--- src/decode_settings.svh ---
`ifndef DECODE_SETTINGS_SVH
`define DECODE_SETTINGS_SVH

// Datapath widths
`define DATA_W      32
`define REG_ADDR_W  5
`define OPCODE_W    6
`define FUNCT_W     6
`define IMM_W       16

// Return address skips the delay slot
`define LINK_OFFSET 8

// Link register for BLTZAL, BGEZAL, JAL and JALR
`define REG_RA      5'd31

// Only accepted encoding of COP0 ERET
`define ERET_WORD   32'h4200_0018

`endif

--- src/decode_pkg.sv ---
`default_nettype none
`include "decode_settings.svh"

package decode_pkg;

    typedef enum logic [5:0] {
        ALU_ADD,  ALU_ADDU,  ALU_SUB,  ALU_SUBU,
        ALU_SLT,  ALU_SLTU,  ALU_DIV,  ALU_DIVU,
        ALU_MULT, ALU_MULTU, ALU_AND,  ALU_OR,
        ALU_NOR,  ALU_XOR,   ALU_LUI,  ALU_SLL,
        ALU_SRL,  ALU_SRA,   ALU_MFHI, ALU_MFLO,
        ALU_MTHI, ALU_MTLO,  ALU_BREK, ALU_SYSC,
        ALU_ERET, ALU_MFC0,  ALU_MTC0, ALU_OUTA
    } alu_op_t;

    typedef enum logic [1:0] {
        SRC_REG = 2'd0, // rt
        SRC_IMM = 2'd1, // Extended immediate
        SRC_SFT = 2'd2, // Shift amount
        SRC_PCA = 2'd3  // Link address
    } alu_src_t;

    typedef enum logic {
        SIGN_EXTENDED = 1'b0,
        ZERO_EXTENDED = 1'b1
    } ext_t;

    typedef enum logic [1:0] {
        MEM_NOOP = 2'd0,
        MEM_LOAD = 2'd1,
        MEM_STOR = 2'd2
    } mem_type_t;

    typedef enum logic [2:0] {
        SZ_BYTE = 3'd0,
        SZ_HALF = 3'd1,
        SZ_FULL = 3'd2
    } mem_size_t;

    typedef enum logic [3:0] {
        BR_NONE, BR_BEQ, BR_BNE, BR_BLEZ, BR_BGTZ,
        BR_BLTZ, BR_BGEZ, BR_J, BR_JR
    } branch_kind_t;

    typedef struct packed {
        logic                   undefined_inst;
        alu_op_t                alu_op;
        alu_src_t               alu_src;
        ext_t                   alu_imm_src;
        mem_type_t              mem_type;
        mem_size_t              mem_size;
        logic [`REG_ADDR_W-1:0] wb_reg_dest;
        logic                   wb_reg_en;
        ext_t                   unsigned_flag;
        branch_kind_t           branch_kind;
        logic                   is_branch_al;
    } ctrl_word_t;

    typedef struct packed {
        logic [`REG_ADDR_W-1:0] rs;
        logic [`REG_ADDR_W-1:0] rt;
        logic [`REG_ADDR_W-1:0] shamt;
        logic [`DATA_W-1:0]     imm;
        logic [`DATA_W-1:0]     link_addr;
    } operand_word_t;

endpackage

`default_nettype wire

--- src/branch_decoder.sv ---
`timescale 1ns/1ns
`default_nettype none
`include "decode_settings.svh"

module branch_decoder
    import decode_pkg::*;
(
    input  wire [`OPCODE_W-1:0]   opcode,
    input  wire [`REG_ADDR_W-1:0] rt,
    input  wire [`FUNCT_W-1:0]    funct,
    output logic                  is_branch,
    output logic                  is_branch_al,
    output branch_kind_t          branch_kind
);

    always_comb begin
        branch_kind  = BR_NONE;
        is_branch_al = 1'b0;
        case (opcode)
            6'b000100: branch_kind = BR_BEQ;
            6'b000101: branch_kind = BR_BNE;
            6'b000110: branch_kind = BR_BLEZ;
            6'b000111: branch_kind = BR_BGTZ;
            6'b000001: begin // REGIMM selects its condition by rt
                case (rt)
                    5'b00000: branch_kind = BR_BLTZ;
                    5'b00001: branch_kind = BR_BGEZ;
                    5'b10000: begin
                        branch_kind  = BR_BLTZ;
                        is_branch_al = 1'b1;
                    end
                    5'b10001: begin
                        branch_kind  = BR_BGEZ;
                        is_branch_al = 1'b1;
                    end
                    default: branch_kind = BR_NONE;
                endcase
            end
            6'b000010: branch_kind = BR_J;
            6'b000011: begin // JAL
                branch_kind  = BR_J;
                is_branch_al = 1'b1;
            end
            6'b000000: begin
                if (funct == 6'b001000) begin // JR
                    branch_kind = BR_JR;
                end else if (funct == 6'b001001) begin // JALR
                    branch_kind  = BR_JR;
                    is_branch_al = 1'b1;
                end
            end
            default: branch_kind = BR_NONE;
        endcase
    end

    assign is_branch = (branch_kind != BR_NONE);

endmodule

`default_nettype wire

--- src/decoder_ctrl.sv ---
`timescale 1ns/1ns
`default_nettype none
`include "decode_settings.svh"

module decoder_ctrl
    import decode_pkg::*;
(
    input  wire [`DATA_W-1:0]      instruction,
    input  wire [`OPCODE_W-1:0]    opcode,
    input  wire [`REG_ADDR_W-1:0]  rt,
    input  wire [`REG_ADDR_W-1:0]  rd,
    input  wire [`FUNCT_W-1:0]     funct,
    input  wire                    is_branch,
    input  wire                    is_branch_al,
    output logic                   undefined_inst,
    output alu_op_t                alu_op,
    output alu_src_t               alu_src,
    output ext_t                   alu_imm_src,
    output mem_type_t              mem_type,
    output mem_size_t              mem_size,
    output logic [`REG_ADDR_W-1:0] wb_reg_dest,
    output logic                   wb_reg_en,
    output ext_t                   unsigned_flag  // Load result extension in MEM
);

    logic r_type;

    assign r_type = (opcode == 6'b000000);

    always_comb begin
        undefined_inst = 1'b0;
        alu_op         = ALU_ADDU;
        alu_src        = SRC_REG;
        alu_imm_src    = SIGN_EXTENDED;
        mem_type       = MEM_NOOP;
        mem_size       = SZ_FULL;
        wb_reg_dest    = rd;
        wb_reg_en      = 1'b1;
        unsigned_flag  = ZERO_EXTENDED;

        if (!r_type) begin // I-type operand and target
            alu_src     = SRC_IMM;
            wb_reg_dest = rt;
        end
        if (opcode[5:2] == 4'b0011) // ANDI ORI XORI LUI
            alu_imm_src = ZERO_EXTENDED;

        casez ({opcode, funct})
            {6'b000000, 6'b100000}: alu_op = ALU_ADD;   // ADD
            {6'b000000, 6'b100001}: alu_op = ALU_ADDU;  // ADDU
            {6'b000000, 6'b100010}: alu_op = ALU_SUB;   // SUB
            {6'b000000, 6'b100011}: alu_op = ALU_SUBU;  // SUBU
            {6'b000000, 6'b101010}: alu_op = ALU_SLT;   // SLT
            {6'b000000, 6'b101011}: alu_op = ALU_SLTU;  // SLTU
            {6'b000000, 6'b011010}: alu_op = ALU_DIV;   // DIV
            {6'b000000, 6'b011011}: alu_op = ALU_DIVU;  // DIVU
            {6'b000000, 6'b011000}: alu_op = ALU_MULT;  // MULT
            {6'b000000, 6'b011001}: alu_op = ALU_MULTU; // MULTU
            {6'b000000, 6'b100100}: alu_op = ALU_AND;   // AND
            {6'b000000, 6'b100101}: alu_op = ALU_OR;    // OR
            {6'b000000, 6'b100110}: alu_op = ALU_XOR;   // XOR
            {6'b000000, 6'b100111}: alu_op = ALU_NOR;   // NOR
            {6'b000000, 6'b000100}: alu_op = ALU_SLL;   // SLLV
            {6'b000000, 6'b000110}: alu_op = ALU_SRL;   // SRLV
            {6'b000000, 6'b000111}: alu_op = ALU_SRA;   // SRAV
            {6'b000000, 6'b010000}: alu_op = ALU_MFHI;  // MFHI
            {6'b000000, 6'b010010}: alu_op = ALU_MFLO;  // MFLO
            {6'b000000, 6'b010001}: alu_op = ALU_MTHI;  // MTHI
            {6'b000000, 6'b010011}: alu_op = ALU_MTLO;  // MTLO
            {6'b000000, 6'b001101}: alu_op = ALU_BREK;  // BREAK
            {6'b000000, 6'b001100}: alu_op = ALU_SYSC;  // SYSCALL
            {6'b000000, 6'b000000}: begin // SLL
                alu_op  = ALU_SLL;
                alu_src = SRC_SFT;
            end
            {6'b000000, 6'b000010}: begin // SRL
                alu_op  = ALU_SRL;
                alu_src = SRC_SFT;
            end
            {6'b000000, 6'b000011}: begin // SRA
                alu_op  = ALU_SRA;
                alu_src = SRC_SFT;
            end
            {6'b001000, 6'b??????}: alu_op = ALU_ADD;   // ADDI
            {6'b001001, 6'b??????}: alu_op = ALU_ADDU;  // ADDIU
            {6'b001010, 6'b??????}: alu_op = ALU_SLT;   // SLTI
            {6'b001011, 6'b??????}: alu_op = ALU_SLTU;  // SLTIU
            {6'b001100, 6'b??????}: alu_op = ALU_AND;   // ANDI
            {6'b001101, 6'b??????}: alu_op = ALU_OR;    // ORI
            {6'b001110, 6'b??????}: alu_op = ALU_XOR;   // XORI
            {6'b001111, 6'b??????}: alu_op = ALU_LUI;   // LUI
            {6'b100000, 6'b??????}: begin // LB
                mem_type      = MEM_LOAD;
                mem_size      = SZ_BYTE;
                unsigned_flag = SIGN_EXTENDED;
            end
            {6'b100100, 6'b??????}: begin // LBU
                mem_type = MEM_LOAD;
                mem_size = SZ_BYTE;
            end
            {6'b100001, 6'b??????}: begin // LH
                mem_type      = MEM_LOAD;
                mem_size      = SZ_HALF;
                unsigned_flag = SIGN_EXTENDED;
            end
            {6'b100101, 6'b??????}: begin // LHU
                mem_type = MEM_LOAD;
                mem_size = SZ_HALF;
            end
            {6'b100011, 6'b??????}: mem_type = MEM_LOAD; // LW
            {6'b101000, 6'b??????}: begin // SB
                mem_type = MEM_STOR;
                mem_size = SZ_BYTE;
            end
            {6'b101001, 6'b??????}: begin // SH
                mem_type = MEM_STOR;
                mem_size = SZ_HALF;
            end
            {6'b101011, 6'b??????}: mem_type = MEM_STOR; // SW
            {6'b010000, 6'b??????}: begin // COP0
                alu_src = SRC_REG;
                if (instruction == `ERET_WORD)
                    alu_op = ALU_ERET;
                else if (instruction[25:21] == 5'b00000)
                    alu_op = ALU_MFC0;
                else if (instruction[25:21] == 5'b00100)
                    alu_op = ALU_MTC0;
                else begin
                    undefined_inst = 1'b1;
                    wb_reg_en      = 1'b0;
                end
            end
            default: begin
                alu_src     = SRC_REG;
                wb_reg_dest = rt;
                wb_reg_en   = 1'b0;
                if (is_branch && is_branch_al) begin
                    alu_op      = ALU_OUTA; // Return address through the ALU
                    alu_src     = SRC_PCA;
                    wb_reg_dest = `REG_RA;
                    wb_reg_en   = 1'b1;
                end else begin
                    undefined_inst = ~is_branch;
                end
            end
        endcase

        // Results that land in HI/LO, CP0, a trap or memory
        if (mem_type == MEM_STOR ||
            alu_op inside {ALU_DIV, ALU_DIVU, ALU_MULT, ALU_MULTU, ALU_MTHI,
                           ALU_MTLO, ALU_BREK, ALU_SYSC, ALU_ERET, ALU_MTC0})
            wb_reg_en = 1'b0;
    end

    a_undef_no_wb: assert final (!(undefined_inst && wb_reg_en))
        else $error("undefined instruction with writeback enabled");

endmodule

`default_nettype wire

--- src/imm_gen.sv ---
`timescale 1ns/1ns
`default_nettype none
`include "decode_settings.svh"

module imm_gen
    import decode_pkg::*;
(
    input  wire [`IMM_W-1:0]  imm16,
    input  wire [`DATA_W-1:0] pc,
    input  wire ext_t         alu_imm_src,
    input  wire alu_op_t      alu_op,
    output logic [`DATA_W-1:0] imm,
    output logic [`DATA_W-1:0] link_addr
);

    always_comb begin
        if (alu_op == ALU_LUI)
            imm = {imm16, {(`DATA_W-`IMM_W){1'b0}}}; // Upper half with zeros below
        else if (alu_imm_src == ZERO_EXTENDED)
            imm = {{(`DATA_W-`IMM_W){1'b0}}, imm16};
        else
            imm = {{(`DATA_W-`IMM_W){imm16[`IMM_W-1]}}, imm16};
    end

    assign link_addr = pc + `DATA_W'(`LINK_OFFSET);

endmodule

`default_nettype wire

--- src/stage_reg.sv ---
`timescale 1ns/1ns
`default_nettype none

module stage_reg #(
    parameter type payload_t = logic
) (
    input  wire           clk,
    input  wire           rst,
    input  wire           in_valid,
    input  wire           stall,
    input  wire           flush,
    input  wire payload_t d,
    output logic          out_valid,
    output payload_t      q
);

    always_ff @(posedge clk) begin
        if (rst || flush) begin // Flush wins over stall
            q         <= '0;
            out_valid <= 1'b0;
        end else if (!stall) begin
            q         <= d;
            out_valid <= in_valid;
        end
    end

    a_stall_hold: assert property (
        @(posedge clk) (stall && !flush && !rst) |=> ($stable(q) && $stable(out_valid))
    ) else $error("stage contents changed during stall");

    a_flush_clear: assert property (
        @(posedge clk) flush |=> !out_valid
    ) else $error("valid survived a flush");

endmodule

`default_nettype wire

--- src/instr_decode.sv ---
`timescale 1ns/1ns
`default_nettype none
`include "decode_settings.svh"

module instr_decode
    import decode_pkg::*;
(
    input  wire                    clk,
    input  wire                    rst,
    input  wire                    in_valid,
    input  wire [`DATA_W-1:0]      instruction,
    input  wire [`DATA_W-1:0]      pc,
    input  wire                    stall,
    input  wire                    flush,
    output logic                   out_valid,
    output logic                   undefined_inst,
    output alu_op_t                alu_op,
    output alu_src_t               alu_src,
    output ext_t                   alu_imm_src,
    output mem_type_t              mem_type,
    output mem_size_t              mem_size,
    output logic [`REG_ADDR_W-1:0] wb_reg_dest,
    output logic                   wb_reg_en,
    output ext_t                   unsigned_flag,
    output branch_kind_t           branch_kind,
    output logic                   is_branch_al,
    output logic [`REG_ADDR_W-1:0] rs,
    output logic [`REG_ADDR_W-1:0] rt,
    output logic [`REG_ADDR_W-1:0] shamt,
    output logic [`DATA_W-1:0]     imm,
    output logic [`DATA_W-1:0]     link_addr
);

    wire [`OPCODE_W-1:0]   opcode;
    wire [`FUNCT_W-1:0]    funct;
    wire [`REG_ADDR_W-1:0] instr_rt;
    wire [`REG_ADDR_W-1:0] instr_rd;
    wire [`IMM_W-1:0]      imm16;
    wire                   is_branch;
    wire ctrl_word_t       ctrl_d;    // Filled field by field from the decoders
    wire operand_word_t    operand_d;
    ctrl_word_t            ctrl_q;
    operand_word_t         operand_q;

    assign opcode          = instruction[31:26];
    assign instr_rt        = instruction[20:16];
    assign instr_rd        = instruction[15:11];
    assign funct           = instruction[5:0];
    assign imm16           = instruction[15:0];
    assign operand_d.rs    = instruction[25:21];
    assign operand_d.rt    = instr_rt;
    assign operand_d.shamt = instruction[10:6];

    branch_decoder u_branch_decoder (
        .opcode       (opcode),
        .rt           (instr_rt),
        .funct        (funct),
        .is_branch    (is_branch),
        .is_branch_al (ctrl_d.is_branch_al),
        .branch_kind  (ctrl_d.branch_kind)
    );

    decoder_ctrl u_decoder_ctrl (
        .instruction    (instruction),
        .opcode         (opcode),
        .rt             (instr_rt),
        .rd             (instr_rd),
        .funct          (funct),
        .is_branch      (is_branch),
        .is_branch_al   (ctrl_d.is_branch_al),
        .undefined_inst (ctrl_d.undefined_inst),
        .alu_op         (ctrl_d.alu_op),
        .alu_src        (ctrl_d.alu_src),
        .alu_imm_src    (ctrl_d.alu_imm_src),
        .mem_type       (ctrl_d.mem_type),
        .mem_size       (ctrl_d.mem_size),
        .wb_reg_dest    (ctrl_d.wb_reg_dest),
        .wb_reg_en      (ctrl_d.wb_reg_en),
        .unsigned_flag  (ctrl_d.unsigned_flag)
    );

    imm_gen u_imm_gen (
        .imm16       (imm16),
        .pc          (pc),
        .alu_imm_src (ctrl_d.alu_imm_src),
        .alu_op      (ctrl_d.alu_op),
        .imm         (operand_d.imm),
        .link_addr   (operand_d.link_addr)
    );

    stage_reg #(.payload_t(ctrl_word_t)) ctrl_reg (
        .clk       (clk),
        .rst       (rst),
        .in_valid  (in_valid),
        .stall     (stall),
        .flush     (flush),
        .d         (ctrl_d),
        .out_valid (out_valid),
        .q         (ctrl_q)
    );

    // Same strobes as ctrl_reg, so its valid copy is redundant
    stage_reg #(.payload_t(operand_word_t)) operand_reg (
        .clk       (clk),
        .rst       (rst),
        .in_valid  (in_valid),
        .stall     (stall),
        .flush     (flush),
        .d         (operand_d),
        .out_valid (),
        .q         (operand_q)
    );

    assign undefined_inst = ctrl_q.undefined_inst;
    assign alu_op         = ctrl_q.alu_op;
    assign alu_src        = ctrl_q.alu_src;
    assign alu_imm_src    = ctrl_q.alu_imm_src;
    assign mem_type       = ctrl_q.mem_type;
    assign mem_size       = ctrl_q.mem_size;
    assign wb_reg_dest    = ctrl_q.wb_reg_dest;
    assign wb_reg_en      = ctrl_q.wb_reg_en;
    assign unsigned_flag  = ctrl_q.unsigned_flag;
    assign branch_kind    = ctrl_q.branch_kind;
    assign is_branch_al   = ctrl_q.is_branch_al;
    assign rs             = operand_q.rs;
    assign rt             = operand_q.rt;
    assign shamt          = operand_q.shamt;
    assign imm            = operand_q.imm;
    assign link_addr      = operand_q.link_addr;

endmodule

`default_nettype wire

--- config.mk ---
export PLATFORM = sky130hd
export DESIGN_NAME = instr_decode
export DESIGN_NICKNAME = d
export VERILOG_FILES = /design/src/decode_pkg.sv /design/src/branch_decoder.sv /design/src/decoder_ctrl.sv /design/src/imm_gen.sv /design/src/stage_reg.sv /design/src/instr_decode.sv
export VERILOG_INCLUDE_DIRS = /design/src
export SDC_FILE = /design/constraint.sdc
export NUM_CORES = 1
export LEC_CHECK = 0
export BUFFER_PORTS_ARGS = -buffer_cell sky130_fd_sc_hd__buf_2
export CORE_MARGIN = 1.5
export CORE_UTILIZATION = 50
export DETAILED_ROUTE_END_ITERATION = 16
export PLACE_DENSITY_LB_ADDON = 0.12
export SYNTH_ARGS = -nofsm -noshare
export SYNTH_HDL_FRONTEND = slang
export SYNTH_SLANG_ARGS = --single-unit
--- constraint.sdc ---
create_clock -name clk -period 2.4 [get_ports clk]
set_input_delay 0.24 -clock clk [delete_from_list [all_inputs] [get_ports clk]]
set_output_delay 0.24 -clock clk [all_outputs]
set_load 0.1 [all_outputs]
==> impl_metrics.env <==
export IMPL_crit_chain="buf_2 -> or4bb_1 -> nor2_1 -> a211oi_2 -> a22oi_4 -> nand4_4 -> a32o_1"
export IMPL_port_buffers=173
export IMPL_clk_path_buf_depth=2
export IMPL_power_density_nw_per_um2=594.7
export IMPL_syn_to_final_growth_pct=23.59
export IMPL_dp_hpwl_um=11530
export IMPL_clockRootBuffer="clkbuf_8"
export IMPL_outcome="complete, no violations"
export IMPL_synth_commonest_cells="dfxtp_1, nor2_1, mux2i_1, nand2_1"
export IMPL_first_global_vias=4986
export IMPL_crit_buf_inv=1
export IMPL_fin_crit_sh_pct=82.88
export IMPL_coreArea_um2=10370
export IMPL_hold_viol=0
export IMPL_critPathMaxStageDelay_ps=640
export IMPL_layout_nets=858
export IMPL_htreeDepth=3
export IMPL_setup_ws_ps=411.0
export IMPL_setup_tns_ps=0
export IMPL_preCtsSetupSlack_ps=72.89
export IMPL_ys_seq_elements=105
export IMPL_syn_area_um2=5351
export IMPL_clk_latency_ps=350
export IMPL_worstPathMaxFanout=17
export IMPL_grt_usage_pct=27.71
export IMPL_path_class="primary input to flop"
export IMPL_min_delay_path_class="primary input to flop"
export IMPL_fmax_mhz=502.8
export IMPL_antenna_found_initial=0
export IMPL_cts_resized=0
export IMPL_postCtsSetupBuffers=0
export IMPL_num_rows=37
export IMPL_vias=5399
export IMPL_drc_errors=0
export IMPL_netlist_area_leader_share_pct=39.28
export IMPL_grt_overflow=0
export IMPL_synth_flop_cell="dfxtp_1"
export IMPL_wire_per_inst_um=16.82
export IMPL_required_ps=2650
export IMPL_synth_area_per_cell_um2=8.549
export IMPL_holdPathStages=3
export IMPL_start_util_pct=51.60
export IMPL_crit_arrival_ps=2240
export IMPL_gp_congestion=0.9482
export IMPL_synth_edf_count=0
export IMPL_cp_depth=7
export IMPL_postCtsHoldBufs=0
export IMPL_ir_worst_vdd_uv=340.6
export IMPL_totalWireLength_um=15630
export IMPL_endpoint_kind="flop"
export IMPL_setup_violations=0
export IMPL_netlist_top_cells_area="dfxtp_1, mux2i_1, nor2_1, a21oi_1, o21ai_0"
export IMPL_startpoint_type="primary input"
export IMPL_drive_gt1_share_pct=30.77
export IMPL_timing_hold_ws_ps=101.7
export IMPL_synth_most_common_cell="dfxtp_1"
export IMPL_drt_vias_per_instance=5.812
export IMPL_maxSlewViolCount=0
export IMPL_leakage_uw=0.002970
export IMPL_die_h_um=106.5
export IMPL_cp_top_family="simple AND/OR/NAND/NOR gates"
export IMPL_synthArstFlopShare_pct=0
export IMPL_final_fill_count=927
export IMPL_die_area_um2=11330
export IMPL_syn_instance_count=626
export IMPL_reg2reg_depth=4
export IMPL_grt_pass1_wl_um=25180
export IMPL_die_x_um=106.5
export IMPL_synth_warnings=0
export IMPL_first_pass_iters=8
export IMPL_rsz0062_at_grt="false"
export IMPL_clkSlewWorstSetupHoldPaths_ps=110
export IMPL_drtIter0Drc=347
export IMPL_ios=176
export IMPL_synth_cell_types=70
export IMPL_cts_sinks=105
export IMPL_seq_area_frac_synth_pct=39.28
export IMPL_cpMaxStageDelayCell="or4bb_1"
export IMPL_grt_max_degree=66
export IMPL_fin_skew_ps=0
export IMPL_cap_violations=0
export IMPL_cts_buffers=9
export IMPL_final_antenna_net_count=0
export IMPL_tightest_slew_ps=678.3
export IMPL_post_route_min_period_ps=1989
export IMPL_synth_top_area_cell="dfxtp_1"
export IMPL_maxSlewHeadroom_pct=54.61
export IMPL_diodes=0
export IMPL_cts_tree="built"
==> cell usage in the layout, fill, tap and decap left out, drive strengths merged, types with 15 or more instances in the layout <==
cell,n
dfxtp,105
nand3,15
a21oi,34
nor3,26
buf,199
o22ai,16
nand2,35
mux2i,35
o21ai,37
a32o,17
nor2,78
xnor2,15
==> registers in the layout, summed over array words and instances, names as in the netlist <==
name,cells
ctrl_reg.out_valid,1
operand_reg.q,79
ctrl_reg.q,25
==> cell families after synthesis <==
group / Yosys count / share of synthesized area (%)
XOR/XNOR: 26 / 4.255
AND/OR/NAND/NOR: 245 / 25.20
AO/OA/AOI/OAI: 154 / 19.80
multiplexers: 35 / 6.547
flip-flops: 105 / 39.28
adder cells (fa/ha/maj): 1 / 0.2338
buffers and inverters: 59 / 4.606
other: 1 / 0.07008
==> path summary, 6_finish.rpt <==
kind / startpoint / endpoint / slack [ps]
worst max-delay path: instruction[28] / operand_reg.q[42] / 410
worst min register to register: operand_reg.q[16] / operand_reg.q[16] / 470
worst max register to register: ctrl_reg.q[6] / ctrl_reg.q[6] / 1180
worst min-delay path: pc[0] / operand_reg.q[0] / 100
==> worst min-delay path, cell delays in order <==
cell and delay [ps]:
buf_2 70, mux2i_1 50, nor2_1 70
==> stage by stage <==
stage | instances | instance area (um^2) | power, uW | util (%)
2_1_floorplan | 627 | 5355 | 2640 | -
3_3_place_gp | 913 | 6417 | 2881 | 61.88
3_5_place_dp | 913 | 6417 | 2897 | 61.88
4_1_cts | 929 | 6614 | 3966 | 63.78
5_1_grt | 929 | 6614 | 4117 | 63.78
6_report | 929 | 6614 | 3933 | 63.78
==> layer usage <==
layer	GRT usage (%)	vias up	wire, um
li1	-	2613	-
met2	44.56	223	7234
met1	36.81	2541	6733
met5	0	-	0
met4	8.095	0	256
met3	6.867	22	1406
==> report_power, final <==
group	total (uW)	internal, uW	switching (uW)
registers	1830	1800	29.7
clock network	1070	430	638
logic	1030	246	786
total	3930	2480	1450
==> area by class of cell <==
type	instances	area [um^2]	area share, %
sequential	105	2102	31.78
clock buffer	10	137.6	2.081
clock inverter	6	58.81	0.8891
timing repair buffer	199	1099	16.61
multi-input combinational	463	3009	45.50
tap	136	170.2	2.573
inverter	10	37.54	0.5675
No activity file was read; power rests on OpenSTA's default activity.
